### src/trig_pkg.sv
// trigger and acquisition record layouts, one-hot state indices, event word count
package trig_pkg;

  // trigger record from the TTC trigger FIFO, 128 bits
  typedef struct packed {
    logic [32:0] reserved;
    logic        empty_event;
    logic [1:0]  trig_type;
    logic [23:0] event_num;
    logic [23:0] trig_num;
    logic [43:0] timestamp;
  } ttc_trig_t;

  // acquisition record, 32 bits
  typedef struct packed {
    logic [5:0]  reserved;
    logic [1:0]  trig_type;
    logic [23:0] trig_num;
  } acq_evt_t;

  // bit positions in the one-hot state vector
  localparam int st_idle       = 0;
  localparam int st_read_trig  = 1;
  localparam int st_send_empty = 2;
  localparam int st_read_acq   = 3;
  localparam int st_readout    = 4;
  localparam int st_err_num    = 5;
  localparam int st_err_type   = 6;

  localparam int num_states = 7;

  // words in a full event record
  localparam int evt_words = 4;

endpackage

### src/fifo_if.sv
// valid, ready and data interface between a FIFO and its reader
`timescale 1ns/1ns

interface fifo_if #(
  parameter type payload_t = logic
) ();

  logic     valid;
  logic     ready;
  payload_t data;

  // FIFO side presents the head entry
  modport source (output valid, output data, input ready);

  // reader acknowledges with ready while valid
  modport sink (input valid, input data, output ready);

endinterface

### src/readout_if.sv
// handshake interface between trigger processor and readout manager
`timescale 1ns/1ns

interface readout_if ();
  import trig_pkg::*;

  // request side, pulses plus the latched trigger
  logic      initiate_readout;
  logic      send_empty_event;
  ttc_trig_t trig;

  // response side
  logic readout_ready;
  logic readout_done;

  modport req (
    output initiate_readout,
    output send_empty_event,
    output trig,
    input  readout_ready,
    input  readout_done
  );

  // trigger record reaches the manager on its own port
  modport rsp (
    input  initiate_readout,
    input  send_empty_event,
    output readout_ready,
    output readout_done
  );

endinterface

### src/readout_manager.sv
// event record formatter that emits one 32-bit word per cycle and reports done
`timescale 1ns/1ns

module readout_manager (
  input  logic                 clk,
  input  logic                 reset,
  readout_if.rsp               rdo,
  input  trig_pkg::ttc_trig_t  trig,
  output logic                 evt_valid,
  output logic [31:0]          evt_data,
  output logic                 evt_last
);
  import trig_pkg::*;

  localparam int cnt_w = $clog2(evt_words);

  logic             busy;
  logic             empty_q;
  logic [cnt_w-1:0] word_cnt;

  always_ff @(posedge clk) begin
    if (reset) begin
      busy     <= 1'b0;
      empty_q  <= 1'b0;
      word_cnt <= '0;
    end else if (busy) begin
      if (evt_last) begin
        busy <= 1'b0;
      end else begin
        word_cnt <= word_cnt + 1'b1;
      end
    end else if (rdo.initiate_readout) begin
      // empty flag held for the whole event
      busy     <= 1'b1;
      empty_q  <= rdo.send_empty_event;
      word_cnt <= '0;
    end
  end

  assign evt_valid = busy;
  assign evt_last  = busy && (empty_q || word_cnt == cnt_w'(evt_words - 1));

  // word layout
  always_comb begin
    evt_data = '0;
    if (busy) begin
      case (word_cnt)
        cnt_w'(0): evt_data = {trig.empty_event, trig.trig_type, 5'b0, trig.event_num};
        cnt_w'(1): evt_data = {8'b0, trig.trig_num};
        cnt_w'(2): evt_data = trig.timestamp[31:0];
        default:   evt_data = {20'b0, trig.timestamp[43:32]};
      endcase
    end
  end

  assign rdo.readout_ready = !busy;
  assign rdo.readout_done  = evt_last;

endmodule

### src/sync_fifo.sv
// show-ahead synchronous FIFO with full flag and parameterized payload type
`timescale 1ns/1ns

module sync_fifo #(
  parameter int  depth     = 8,
  parameter type payload_t = logic
) (
  input  logic     clk,
  input  logic     reset,
  input  logic     wr,
  input  payload_t wr_data,
  output logic     full,
  fifo_if.source   rd
);

  localparam int ptr_w = (depth > 1) ? $clog2(depth) : 1;
  localparam int cnt_w = $clog2(depth + 1);

  payload_t mem [depth];

  logic [ptr_w-1:0] wr_ptr;
  logic [ptr_w-1:0] rd_ptr;
  logic [cnt_w-1:0] count;
  logic             do_wr;
  logic             do_rd;

  // wrap at depth, which need not be a power of two
  function automatic logic [ptr_w-1:0] next_ptr(input logic [ptr_w-1:0] ptr);
    if (ptr == ptr_w'(depth - 1)) begin
      return '0;
    end
    return ptr + 1'b1;
  endfunction

  // writes while full are dropped
  assign do_wr = wr && !full;
  assign do_rd = rd.valid && rd.ready;

  assign full     = (count == cnt_w'(depth));
  assign rd.valid = (count != '0);
  assign rd.data  = mem[rd_ptr];

  always_ff @(posedge clk) begin
    if (reset) begin
      wr_ptr <= '0;
      rd_ptr <= '0;
      count  <= '0;
    end else begin
      if (do_wr) begin
        wr_ptr <= next_ptr(wr_ptr);
      end
      if (do_rd) begin
        rd_ptr <= next_ptr(rd_ptr);
      end
      case ({do_wr, do_rd})
        2'b10:   count <= count + 1'b1;
        2'b01:   count <= count - 1'b1;
        default: count <= count;
      endcase
    end
  end

  // storage
  always_ff @(posedge clk) begin
    if (do_wr) begin
      mem[wr_ptr] <= wr_data;
    end
  end

endmodule

### src/trigger_processor.sv
// one-hot FSM that pairs trigger and acquisition records and starts readouts
`timescale 1ns/1ns

module trigger_processor (
  input  logic                            clk,
  input  logic                            reset,
  fifo_if.sink                            trig,
  fifo_if.sink                            acq,
  readout_if.req                          rdo,
  output logic [trig_pkg::num_states-1:0] state,
  output logic                            error_trig_num,
  output logic                            error_trig_type
);
  import trig_pkg::*;

  // latched trigger record
  ttc_trig_t trig_q;

  // latched acquisition fields
  logic [1:0]  acq_trig_type;
  logic [23:0] acq_trig_num;

  logic [num_states-1:0] next_state;
  ttc_trig_t             next_trig_q;
  logic [1:0]            next_acq_trig_type;
  logic [23:0]           next_acq_trig_num;

  always_comb begin
    next_state         = '0;
    next_trig_q        = trig_q;
    next_acq_trig_type = acq_trig_type;
    next_acq_trig_num  = acq_trig_num;

    trig.ready           = 1'b0;
    acq.ready            = 1'b0;
    rdo.initiate_readout = 1'b0;
    rdo.send_empty_event = 1'b0;

    case (1'b1)
      state[st_idle]: begin
        // take the next trigger when one is waiting
        if (trig.valid) begin
          next_trig_q              = trig.data;
          trig.ready               = 1'b1;
          next_state[st_read_trig] = 1'b1;
        end else begin
          next_state[st_idle] = 1'b1;
        end
      end
      state[st_read_trig]: begin
        if (trig_q.empty_event && rdo.readout_ready) begin
          // empty event needs no acquisition record
          rdo.initiate_readout      = 1'b1;
          rdo.send_empty_event      = 1'b1;
          next_state[st_send_empty] = 1'b1;
        end else if (!trig_q.empty_event && acq.valid) begin
          next_acq_trig_type      = acq.data.trig_type;
          next_acq_trig_num       = acq.data.trig_num;
          acq.ready               = 1'b1;
          next_state[st_read_acq] = 1'b1;
        end else begin
          next_state[st_read_trig] = 1'b1;
        end
      end
      state[st_send_empty]: begin
        if (rdo.readout_done) begin
          next_state[st_idle] = 1'b1;
        end else begin
          next_state[st_send_empty] = 1'b1;
        end
      end
      state[st_read_acq]: begin
        // number is checked before type
        if (trig_q.trig_num != acq_trig_num) begin
          next_state[st_err_num] = 1'b1;
        end else if (trig_q.trig_type != acq_trig_type) begin
          next_state[st_err_type] = 1'b1;
        end else if (rdo.readout_ready) begin
          rdo.initiate_readout   = 1'b1;
          next_state[st_readout] = 1'b1;
        end else begin
          next_state[st_read_acq] = 1'b1;
        end
      end
      state[st_readout]: begin
        if (rdo.readout_done) begin
          next_state[st_idle] = 1'b1;
        end else begin
          next_state[st_readout] = 1'b1;
        end
      end
      // sticky until reset
      state[st_err_num]: begin
        next_state[st_err_num] = 1'b1;
      end
      state[st_err_type]: begin
        next_state[st_err_type] = 1'b1;
      end
      default: begin
        next_state[st_idle] = 1'b1;
      end
    endcase
  end

  always_ff @(posedge clk) begin
    if (reset) begin
      state          <= '0;
      state[st_idle] <= 1'b1;
    end else begin
      state <= next_state;
    end
  end

  // record registers
  always_ff @(posedge clk) begin
    trig_q        <= next_trig_q;
    acq_trig_type <= next_acq_trig_type;
    acq_trig_num  <= next_acq_trig_num;
  end

  assign rdo.trig = trig_q;

  assign error_trig_num  = state[st_err_num];
  assign error_trig_type = state[st_err_type];

endmodule

### src/trigger_readout_top.sv
// top level with trigger and acquisition FIFOs, trigger processor and readout manager
`timescale 1ns/1ns

module trigger_readout_top #(
  parameter int trig_fifo_depth = 8,
  parameter int acq_fifo_depth  = 8
) (
  input  logic                            clk,
  input  logic                            reset,
  input  logic                            trig_wr,
  input  trig_pkg::ttc_trig_t             trig_wr_data,
  output logic                            trig_full,
  input  logic                            acq_wr,
  input  trig_pkg::acq_evt_t              acq_wr_data,
  output logic                            acq_full,
  output logic                            evt_valid,
  output logic [31:0]                     evt_data,
  output logic                            evt_last,
  output logic [trig_pkg::num_states-1:0] state,
  output logic                            error_trig_num,
  output logic                            error_trig_type
);
  import trig_pkg::*;

  fifo_if #(.payload_t(ttc_trig_t)) trig_fifo_if ();
  fifo_if #(.payload_t(acq_evt_t))  acq_fifo_if ();
  readout_if                        rdo_if ();

  sync_fifo #(.depth(trig_fifo_depth), .payload_t(ttc_trig_t)) i_trig_fifo (
    .clk(clk), .reset(reset),
    .wr(trig_wr), .wr_data(trig_wr_data), .full(trig_full),
    .rd(trig_fifo_if.source)
  );

  sync_fifo #(.depth(acq_fifo_depth), .payload_t(acq_evt_t)) i_acq_fifo (
    .clk(clk), .reset(reset),
    .wr(acq_wr), .wr_data(acq_wr_data), .full(acq_full),
    .rd(acq_fifo_if.source)
  );

  trigger_processor i_trigger_processor (
    .clk(clk), .reset(reset),
    .trig(trig_fifo_if.sink), .acq(acq_fifo_if.sink), .rdo(rdo_if.req),
    .state(state), .error_trig_num(error_trig_num), .error_trig_type(error_trig_type)
  );

  // record travels from the processor latch to the formatter
  readout_manager i_readout_manager (
    .clk(clk), .reset(reset),
    .rdo(rdo_if.rsp), .trig(rdo_if.trig),
    .evt_valid(evt_valid), .evt_data(evt_data), .evt_last(evt_last)
  );

endmodule
### config.mk
export PLATFORM = sky130hd
export DESIGN_NAME = trigger_readout_top
export DESIGN_NICKNAME = d
export VERILOG_FILES = /design/src/trig_pkg.sv /design/src/fifo_if.sv /design/src/readout_if.sv /design/src/readout_manager.sv /design/src/sync_fifo.sv /design/src/trigger_processor.sv /design/src/trigger_readout_top.sv
export SDC_FILE = /design/constraint.sdc
export NUM_CORES = 1
export LEC_CHECK = 0
export BUFFER_PORTS_ARGS = -buffer_cell sky130_fd_sc_hd__buf_2
export CORE_UTILIZATION = 53
export DETAILED_ROUTE_END_ITERATION = 10
export GPL_TIMING_DRIVEN = 1
export PLACE_DENSITY = 0.75
export SYNTH_ARGS = -nofsm -noshare
export SYNTH_HDL_FRONTEND = slang
export SYNTH_SLANG_ARGS = --single-unit
### constraint.sdc
create_clock -name clk -period 17.4 [get_ports clk]
set_input_delay 3.48 -clock clk [delete_from_list [all_inputs] [get_ports clk]]
set_output_delay 3.48 -clock clk [all_outputs]
set_load 0.005 [all_outputs]
==> impl_metrics.env, run 1 <==
export IMPL_htree_num_levels=3
export IMPL_p_clk_share_pct=32.6
export IMPL_cts_hold_buf=0
export IMPL_critical_path_top_delay_family="compound AO/OA/AOI/OAI gates"
export IMPL_die_y_um=286
export IMPL_die_x_um=286
export IMPL_worstSetupPathType="flop to output pin"
export IMPL_first_global_vias=20200
export IMPL_synth_cells=1877
export IMPL_hold_viol_final=0
export IMPL_p_leak_nw=15.2
export IMPL_synth_compound_area_share_pct=1.29
export IMPL_cap_violations=0
export IMPL_rsz0062_at_grt="false"
export IMPL_yosys_warnings=0
export IMPL_synth_flop_cell="edfxtp_1"
export IMPL_synth_seq_cells=1120
export IMPL_synthAdderAreaFrac_pct=0.652
export IMPL_yosys_area_top_type_share_pct=76.7
export IMPL_post_cts_setup_buffers=0
export IMPL_num_io_pins=209
export IMPL_p_int_mw=4.98
export IMPL_max_slew_margin_pct=20.1
export IMPL_synth_top_cells_by_area="edfxtp_1, mux4_2, mux2_2"
export IMPL_path_cells="inv_1, ha_1, buf_4, a222oi_1, o21ai_0, and2_1, buf_2"
export IMPL_fp_row_count=103
export IMPL_gr_total_overflow=0
export IMPL_start_kind="flop"
export IMPL_ctsLongestPathBuffers=3
export IMPL_first_pass_iters=5
export IMPL_final_layout_size_suffix_gt1_share_pct=33.4
export IMPL_num_vias=19600
export IMPL_vias_per_cell=6.05
export IMPL_synth_area_per_cell_um2=22.7
export IMPL_finClkSkew_ns=0.0321
export IMPL_period_share_pct=38.4
export IMPL_drcViolationCount=0
export IMPL_async_flop_share_pct=0
export IMPL_endpoint_kind="output pin"
export IMPL_synth_mux_area_fraction_pct=16.1
export IMPL_layout_min_cycle_time_ns=6.68
export IMPL_slew_viol_final=0
export IMPL_status="finished clean"
export IMPL_timing_critical_path_buf_inv=3
export IMPL_critPathRequiredTime_ns=13.92
export IMPL_clk_pin_slew_ns=0.06
export IMPL_power_switching_mw=1.66
export IMPL_synthXorXnorAreaFrac_pct=0.658
export IMPL_clkLatencyLatePin_ns=0.68
export IMPL_cp_arrival_ns=3.20
export IMPL_start_util_pct=53.8
export IMPL_sw_frac_of_total_pct=25.0
export IMPL_p_total_mw=6.65
export IMPL_antenna_found_initial=31
export IMPL_syn_cell_area_um2=42600
export IMPL_die_area_um2=81500
export IMPL_seq_power_share_pct=51.9
export IMPL_post_cts_resized=0
export IMPL_worstPathMaxFanout=27
export IMPL_cts_tree="built"
export IMPL_wire_per_inst_um=27.2
export IMPL_cts_made_buffers=107
export IMPL_peakVddDrop_v=0.000157
export IMPL_ant_nets=0
export IMPL_slowest_delay_ns=0.90
export IMPL_ys_seq_area_share_pct=78.2
export IMPL_area_growth_pct=12.6
export IMPL_gp_congestion=0.797
export IMPL_grt_pass1_wl_mm=130
export IMPL_place_hpwl_mm=48.7
export IMPL_wl_mm=88.1
export IMPL_cpMaxStageDelayCell="a222oi_1"
export IMPL_max_freq_ghz=0.150
export IMPL_tns_ns=0
export IMPL_yosys_area_share_simple_pct=1.81
export IMPL_nets=2284
export IMPL_worst_slew_pin_slew_ns=1.20
export IMPL_synth_most_common_cell="edfxtp_1"
export IMPL_drt_iter0_drc=1813
export IMPL_numClockSinks=1120
export IMPL_synth_cell_type_count=42
export IMPL_p_comb_share_pct=15.5
export IMPL_final_setup_viol_count=0
export IMPL_ys_top_cells_by_count="edfxtp_1, mux4_2, mux2_2"
export IMPL_grt_usage_pct=21.8
export IMPL_hp_class="flop to flop"
export IMPL_io_buffers=169
export IMPL_synth_nets=2062
export IMPL_synth_area_leader_cell="edfxtp_1"
export IMPL_coreArea_um2=79300
export IMPL_power_density_nw_per_um2=139
export IMPL_grt_max_degree=110
export IMPL_synth_edff_count=1089
export IMPL_synth_top_family_by_area="multiplexers"
export IMPL_clock_root_buffer="clkbuf_16"
-- cell usage in the layout, fill, tap and decap left out, drive strengths merged, types with 2 or more instances in the layout --
master / count
o21ba: 2
xnor2: 4
clkbuf: 141
clkinvlp: 4
inv: 15
ha: 19
mux2: 121
nor2: 41
edfxtp: 1089
nor4: 13
a22oi: 3
and2: 15
a21o: 2
o21ai: 18
dfxtp: 31
nand4: 3
nor3: 14
nor2b: 3
nand4b: 3
bufinv: 4
and3: 5
xor2: 28
diode: 14
a21oi: 24
nand2b: 5
mux4: 242
a222oi: 24
or3: 4
fa: 2
clkinv: 41
buf: 201
mux2i: 5
nand3: 7
nand2: 39
-- layout make-up --
type                       instances  area [µm²]
sequential                      1120       33300
fill                            5346       31300
multi-input combinational        655        8840
clock buffer                     141        2870
tap                             1050        1310
timing repair buffer             201        1100
clock inverter                    50         420
inverter                          14        55.1
antenna                           14        35.0
-- per-stage QoR --
stage	hold slack [ns]	cells	setup WS, ns	area [µm²]	util (%)
floorplan	0.450	1877	4.01	42600	-
global placement	0.466	3040	11.33	44600	56.3
detailed placement	0.477	3040	11.32	44600	56.3
CTS	0.511	3231	10.66	47900	60.5
global route	0.555	3238	10.66	48000	60.5
finish	0.505	3245	10.72	48000	60.5
-- worst min-delay path, cell delays in order, from the launching register on --
cell and delay (ns):
dfxtp_1 0.34, nand2_1 0.06, a21oi_1 0.06
-- cell families after synthesis --
group | after synthesis
buffers and inverters | 102
DFF | 1120
muxes | 368
adders and majority gates | 21
and+or+nand+nor | 157
AOI/OAI and AO/OA | 77
xor gates and xnor gates | 32
-- power groups by stage --
stage / Sequential, mW / Combinational (mW) / Clock (mW)
floorplan: 3.41 / 0.820 / 0
global placement: 3.49 / 1.01 / 0
detailed placement: 3.50 / 1.04 / 0
CTS: 3.45 / 1.05 / 2.20
global route: 3.47 / 1.11 / 2.30
finish: 3.45 / 1.03 / 2.17
-- metal layers --
metal	vias up	share of wire, %	global-route usage [%]
li1	8329	-	-
met1	10300	40	30.1
met2	767	50	35.5
met3	157	8.0	4.74
met4	26	2.5	6.38
met5	-	0.18	0
-- final timing paths --
| kind | startpoint | depth (start not counted) | to | slack [ns] |
|---|---|---|---|---|
| setup / recovery | i_readout_manager.word_cnt[0] | 7 | evt_data[11] | 10.72 |
| hold / removal | i_trigger_processor.state[6] | 2 | i_trigger_processor.state[6] | 0.50 |
| setup reg to reg | i_trig_fifo.rd_ptr[1] | 4 | i_trigger_processor.rdo.trig[10] | 13.55 |
| hold reg to reg | i_trigger_processor.state[6] | 2 | i_trigger_processor.state[6] | 0.50 |
-- state kept, by name, summed over array words and instances, names as in the netlist --
signal / cells
i_readout_manager.evt_valid: 1
i_trigger_processor.rdo.trig: 95
i_trig_fifo.count: 4
i_trigger_processor.acq_trig_num: 24
i_acq_fifo.rd_ptr: 3
i_acq_fifo.wr_ptr: 3
i_trigger_processor.acq_trig_type: 2
i_acq_fifo.count: 4
i_readout_manager.empty_q: 1
i_acq_fifo.mem: 208
i_trig_fifo.mem: 760
i_readout_manager.word_cnt: 2
i_trigger_processor.state: 7
i_trig_fifo.rd_ptr: 3
i_trig_fifo.wr_ptr: 3
Note: power is estimated with default switching activity, not from simulation.
==> run 2: changes to the inputs <==
- PLACE_DENSITY: 0.75 -> 0.78
- clock period: 17.4 -> 5.4 ns (I/O delays scaled with it)
==> run 2 against run 1 <==
  * Hold slack better by 0.015 ns
  * First-iteration DRC count up 34%
  * Register-to-register slack worse by 12 ns
  * Clock power rose to 3.4 times the previous value
  * Setup slack worse by 9.8 ns
  * Critical endpoint is now evt_data[8]
==> impl_metrics.env, run 2 (synthesis results as in run 1) <==
export IMPL_status="finished clean"
export IMPL_power_density_nw_per_um2=451
export IMPL_nets=2290
export IMPL_drcViolationCount=0
export IMPL_top_usage_layer="met2"
export IMPL_worstPathMaxFanout=19
export IMPL_peakVddDrop_v=0.000392
export IMPL_regArea_um2=33300
export IMPL_start_kind="flop"
export IMPL_min_path_cells=2
export IMPL_drt_iter0_drc=2424
export IMPL_final_layout_size_suffix_gt1_share_pct=34.0
export IMPL_grtUsageMet2_pct=36.4
export IMPL_wl_mm=89.9
export IMPL_clk_pin_slew_ns=0.06
export IMPL_layout_common_cells="edfxtp_1, mux4_2, buf_2"
export IMPL_hold_ws_ns=0.519
export IMPL_min_from="i_trigger_processor.state[6]"
export IMPL_path_cells="inv_1, ha_1, buf_4, a222oi_1, o21ai_0, and2_1, buf_2"
export IMPL_cts_made_buffers=108
export IMPL_top_register="i_trig_fifo.mem"
export IMPL_n_fill_cell=5289
export IMPL_hold_viol_final=0
export IMPL_ctsLongestPathBuffers=3
export IMPL_worstSetupPathType="flop to output pin"
export IMPL_area_growth_pct=13.3
export IMPL_wire_per_inst_um=27.6
export IMPL_die_y_um=286
export IMPL_post_cts_setup_buffers=0
export IMPL_fp_row_count=103
export IMPL_io_buffers=169
export IMPL_first_global_vias=20400
export IMPL_period_share_pct=82.4
export IMPL_antenna_found_initial=28
export IMPL_first_pass_iters=7
export IMPL_place_hpwl_mm=50.7
export IMPL_p_leak_nw=15.3
export IMPL_r2r_cells=9
export IMPL_crit_path_start="i_readout_manager.word_cnt[1]"
export IMPL_grt_usage_pct=22.2
export IMPL_reg2reg_from="i_trig_fifo.count[0]"
export IMPL_ant_nets=0
export IMPL_numClockSinks=1120
export IMPL_worst_slack_ns=0.951
export IMPL_slowest_delay_ns=0.73
export IMPL_vias_per_cell=6.03
export IMPL_clkLatencyLatePin_ns=0.68
export IMPL_post_cts_resized=0
export IMPL_max_freq_ghz=0.225
export IMPL_worst_slew_pin_slew_ns=1.14
export IMPL_rsz0062_at_grt="false"
export IMPL_die_area_um2=81500
export IMPL_grt_use_met3_pct=4.37
export IMPL_cap_violations=0
export IMPL_endpoint_kind="output pin"
export IMPL_coreArea_um2=79300
export IMPL_start_util_pct=53.8
export IMPL_cp_arrival_ns=3.37
export IMPL_use_met1_pct=29.9
export IMPL_place_ws_ns=1.72
export IMPL_tns_ns=0
export IMPL_num_io_pins=209
export IMPL_max_slew_margin_pct=24.3
export IMPL_num_vias=19700
export IMPL_hp_class="flop to flop"
export IMPL_gp_congestion=0.810
export IMPL_final_setup_viol_count=0
export IMPL_largest_register_ffs=760
export IMPL_cpMaxStageDelayCell="a222oi_1"
export IMPL_slew_viol_final=0
export IMPL_layout_min_cycle_time_ns=4.45
export IMPL_fin_util_pct=60.9
export IMPL_die_x_um=286
export IMPL_clock_root_buffer="clkbuf_16"
export IMPL_finClkSkew_ns=0.0386
export IMPL_grt_pass1_wl_mm=132
export IMPL_final_common_cell="edfxtp_1"
export IMPL_gr_total_overflow=0
export IMPL_p_total_mw=21.8
export IMPL_cts_tree="built"
export IMPL_grt_max_degree=96
export IMPL_cts_hold_buf=0
export IMPL_critPathRequiredTime_ns=4.32
export IMPL_htree_num_levels=3
export IMPL_multi_input_area_um2=8880
==> run 2: changes by cell type in the layout (fill, tap and decap cells not counted), sizes merged <==
cell and change:
inv +6, buf +5, clkbuf +4, bufinv +2
diode +2, clkinvlp -1
==> run 2: where the power goes <==
part | internal, mW | switching [mW] | total, mW
clock | 4.11 | 3.18 | 7.29
sequential | 10.5 | 0.592 | 11.1
combinational | 1.61 | 1.72 | 3.33
total | 16.3 | 5.49 | 21.8
==> run 2: routing by layer <==
metal,vias to the layer above,part of all wire (%)
li1,8349,-
met1,10300,38
met2,886,51
met3,169,8.5
met4,20,2.9
met5,-,0.15
==> run 2: path summary, 6_finish.rpt <==
path	to	slack [ns]
setup / recovery	evt_data[8]	0.95
hold / removal	i_trigger_processor.state[6]	0.52
hold reg to reg	i_trigger_processor.state[6]	0.52
setup reg to reg	i_trig_fifo.count[3]	2.02
==> run 2: area by class of cell <==
type | instances | area share [%]
clock inverters | 57 | 1.07
clock buffers | 145 | 6.05
multi-input cells | 655 | 18.4
repair buffers | 206 | 2.53
inverters | 14 | 0.114
flip-flops and latches | 1120 | 69.0
diodes | 16 | 0.0829
well taps | 1050 | 2.72
==> run 2: worst max-delay path, delay by kind of cell (launching register included) <==
kind            cells  cell delay, ns
compound gates      2            0.93
fa+ha+maj           1            0.57
buf+inv             3            0.57
flops               1            0.40
simple gates        1            0.21
==> run 2: stage by stage <==
stage / std cells / area (µm²)
after floorplan: 1877 / 42700
after global placement: 3045 / 44800
after detailed placement: 3045 / 44800
after CTS: 3247 / 48200
after global routing: 3253 / 48300
final: 3263 / 48300
==> run 3: changes to the inputs <==
- ABC_AREA: unset -> 1
- clock period: 5.4 -> 4 ns (I/O delays scaled with it)
==> run 3 against run 2 <==
  * Clock power grew 35%
  * Highest routed layer unchanged
  * Flip-flop and latch count is the same
  * Global-route usage grew 2.5 points
  * Clock skew shrank 0.013 ns
==> impl_metrics.env, run 3 <==
export IMPL_placed_area_um2=45500
export IMPL_layout_min_cycle_time_ns=3.71
export IMPL_max_freq_ghz=0.269
export IMPL_ctsLongestPathBuffers=3
export IMPL_cts_made_buffers=106
export IMPL_min_path_cells=1
export IMPL_async_flop_share_pct=0
export IMPL_max_slew_margin_pct=27.3
export IMPL_finClkSkew_ns=0.0251
export IMPL_numClockSinks=1120
export IMPL_wire_per_inst_um=22.5
export IMPL_post_cts_setup_buffers=0
export IMPL_r2r_cells=5
export IMPL_synth_cell_type_count=37
export IMPL_htree_num_levels=3
export IMPL_yosys_warnings=0
export IMPL_largest_register_ffs=760
export IMPL_fp_row_count=104
export IMPL_cap_violations=0
export IMPL_die_y_um=289
export IMPL_peakVddDrop_v=0.000510
export IMPL_n_fill_cell=5853
export IMPL_die_area_um2=83600
export IMPL_ys_top_cells_by_count="edfxtp_1, nor2_1, o21ai_0"
export IMPL_synth_edff_count=1089
export IMPL_drt_iter0_drc=3396
export IMPL_gr_total_overflow=0
export IMPL_first_global_vias=26200
export IMPL_worst_slew_pin_slew_ns=1.09
export IMPL_tns_ns=0
export IMPL_synth_area_per_cell_um2=13.1
export IMPL_synth_cells=3326
export IMPL_gp_congestion=0.839
export IMPL_cts_tree="built"
export IMPL_nets=3644
export IMPL_clock_root_buffer="clkbuf_16"
export IMPL_synth_area_leader_cell="edfxtp_1"
export IMPL_syn_cell_area_um2=43700
export IMPL_synth_seq_cells=1120
export IMPL_slew_viol_final=0
export IMPL_top_register="i_trig_fifo.mem"
export IMPL_power_density_nw_per_um2=658
export IMPL_final_setup_viol_count=0
export IMPL_critPathRequiredTime_ns=3.20
export IMPL_synth_top_cells_by_area="edfxtp_1, nor2_1, o21ai_0"
export IMPL_worstPathMaxFanout=18
export IMPL_num_io_pins=209
export IMPL_ant_nets=0
export IMPL_status="finished clean"
export IMPL_start_util_pct=53.9
export IMPL_final_layout_size_suffix_gt1_share_pct=11.3
export IMPL_grt_max_degree=138
export IMPL_clk_pin_slew_ns=0.06
export IMPL_hold_viol_final=0
export IMPL_drcViolationCount=0
export IMPL_grt_pass1_wl_mm=154
export IMPL_period_share_pct=92.8
export IMPL_cp_arrival_ns=2.91
export IMPL_final_common_cell="edfxtp_1"
export IMPL_endpoint_kind="output pin"
export IMPL_synth_flop_cell="edfxtp_1"
export IMPL_grt_usage_pct=24.7
export IMPL_synth_most_common_cell="edfxtp_1"
export IMPL_synth_nets=3511
export IMPL_io_buffers=169
export IMPL_cts_hold_buf=0
export IMPL_area_growth_pct=12.1
export IMPL_hp_class="primary input to flop"
export IMPL_place_hpwl_mm=57.6
export IMPL_wl_mm=104
export IMPL_vias_per_cell=5.94
export IMPL_rsz0062_at_grt="false"
export IMPL_num_vias=27500
export IMPL_post_cts_resized=0
export IMPL_layout_common_cells="edfxtp_1, nor2_1, o21ai_0"
export IMPL_p_leak_nw=16.6
export IMPL_worstSetupPathType="flop to output pin"
export IMPL_first_pass_iters=6
export IMPL_antenna_found_initial=31
export IMPL_clkLatencyLatePin_ns=0.67
export IMPL_final_area_um2=49000
export IMPL_coreArea_um2=81100
export IMPL_yosys_area_top_type_share_pct=74.8
export IMPL_die_x_um=289
export IMPL_start_kind="flop"
export IMPL_ys_seq_area_share_pct=76.3
==> run 3: cell types whose count changed after synthesis, sizes merged, moves of 95 or more <==
cell / previous run / this run
nor2: 41 / 897
mux4: 242 / 0
o22ai: 0 / 121
a31oi: 0 / 135
mux2: 121 / 0
o21ai: 18 / 519
nand2: 39 / 134
==> run 3: kinds of logic (layout without fill, tap and decap cells) <==
group | Yosys count | after routing | share of synthesized area [%]
AO/OA/AOI/OAI | 824 | 824 | 10.2
XOR/XNOR | 21 | 21 | 0.421
flip-flops | 1120 | 1120 | 76.3
buffers and inverters | 277 | 497 | 3.22
adder cells (fa/ha/maj) | 21 | 21 | 0.636
AND/OR/NAND/NOR | 1063 | 1063 | 9.25
other | 0 | 13 | 0
==> run 3: where the power goes <==
part           total (mW)  internal [mW]  switching [mW]
Clock                9.85           5.66            4.19
Combinational        7.01           2.02            4.99
Sequential           15.3           14.5           0.817
Total                32.2           22.2            9.99
==> run 3: routing by layer <==
metal	vias to the layer above	share of wire [%]	global-route usage, %	routed length, µm
met5	-	0.21	0	223
met4	36	2.8	8.14	2960
met3	225	10	5.51	10600
met2	1394	48	40.1	50100
met1	13400	39	33.2	40200
li1	12400	-	-	-
==> run 3: critical path, cell delays in order (launching register included) <==
cell	delay (ns)
dfxtp_1	0.37
inv_1	0.11
ha_1	0.71
buf_4	0.31
nand2_1	0.08
a21oi_1	0.46
buf_2	0.21
==> run 3: area by class of cell <==
cell class	instances	area (µm²)	share of cell area (%)
Antenna cell	13	32.5	0.0664
Clock buffer	138	2850	5.81
Clock inverter	57	567	1.16
Inverter	75	300	0.613
Multi-Input combinational cell	1929	9060	18.5
Sequential cell	1120	33300	68.1
Tap cell	1060	1330	2.71
Timing Repair Buffer	227	1490	3.05
==> run 3: path summary, 6_finish.rpt <==
| check | endpoint | slack (ns) | start |
|---|---|---|---|
| max | evt_data[29] | 0.29 | i_readout_manager.word_cnt[0] |
| min | i_trig_fifo.mem[2][82] | 0.39 | trig_wr_data[82] |
| max reg2reg | i_trigger_processor.rdo.trig[0] | 1.41 | i_trig_fifo.rd_ptr[0] |
| min reg2reg | i_readout_manager.empty_q | 0.47 | i_readout_manager.empty_q |
==> run 3: per-stage QoR <==
stage	instances	power (mW)	setup WS (ns)	util, %	hold slack (ns)
6_report	4619	32.2	0.286	60.4	0.390
5_1_grt	4613	33.5	0.304	60.4	0.381
4_1_cts	4606	32.2	0.421	60.4	0.358
3_5_place_dp	4411	22.5	1.15	56.1	0.462
3_3_place_gp	4411	22.2	1.19	56.1	0.447
2_1_floorplan	3326	20.2	-1.60	-	0.438
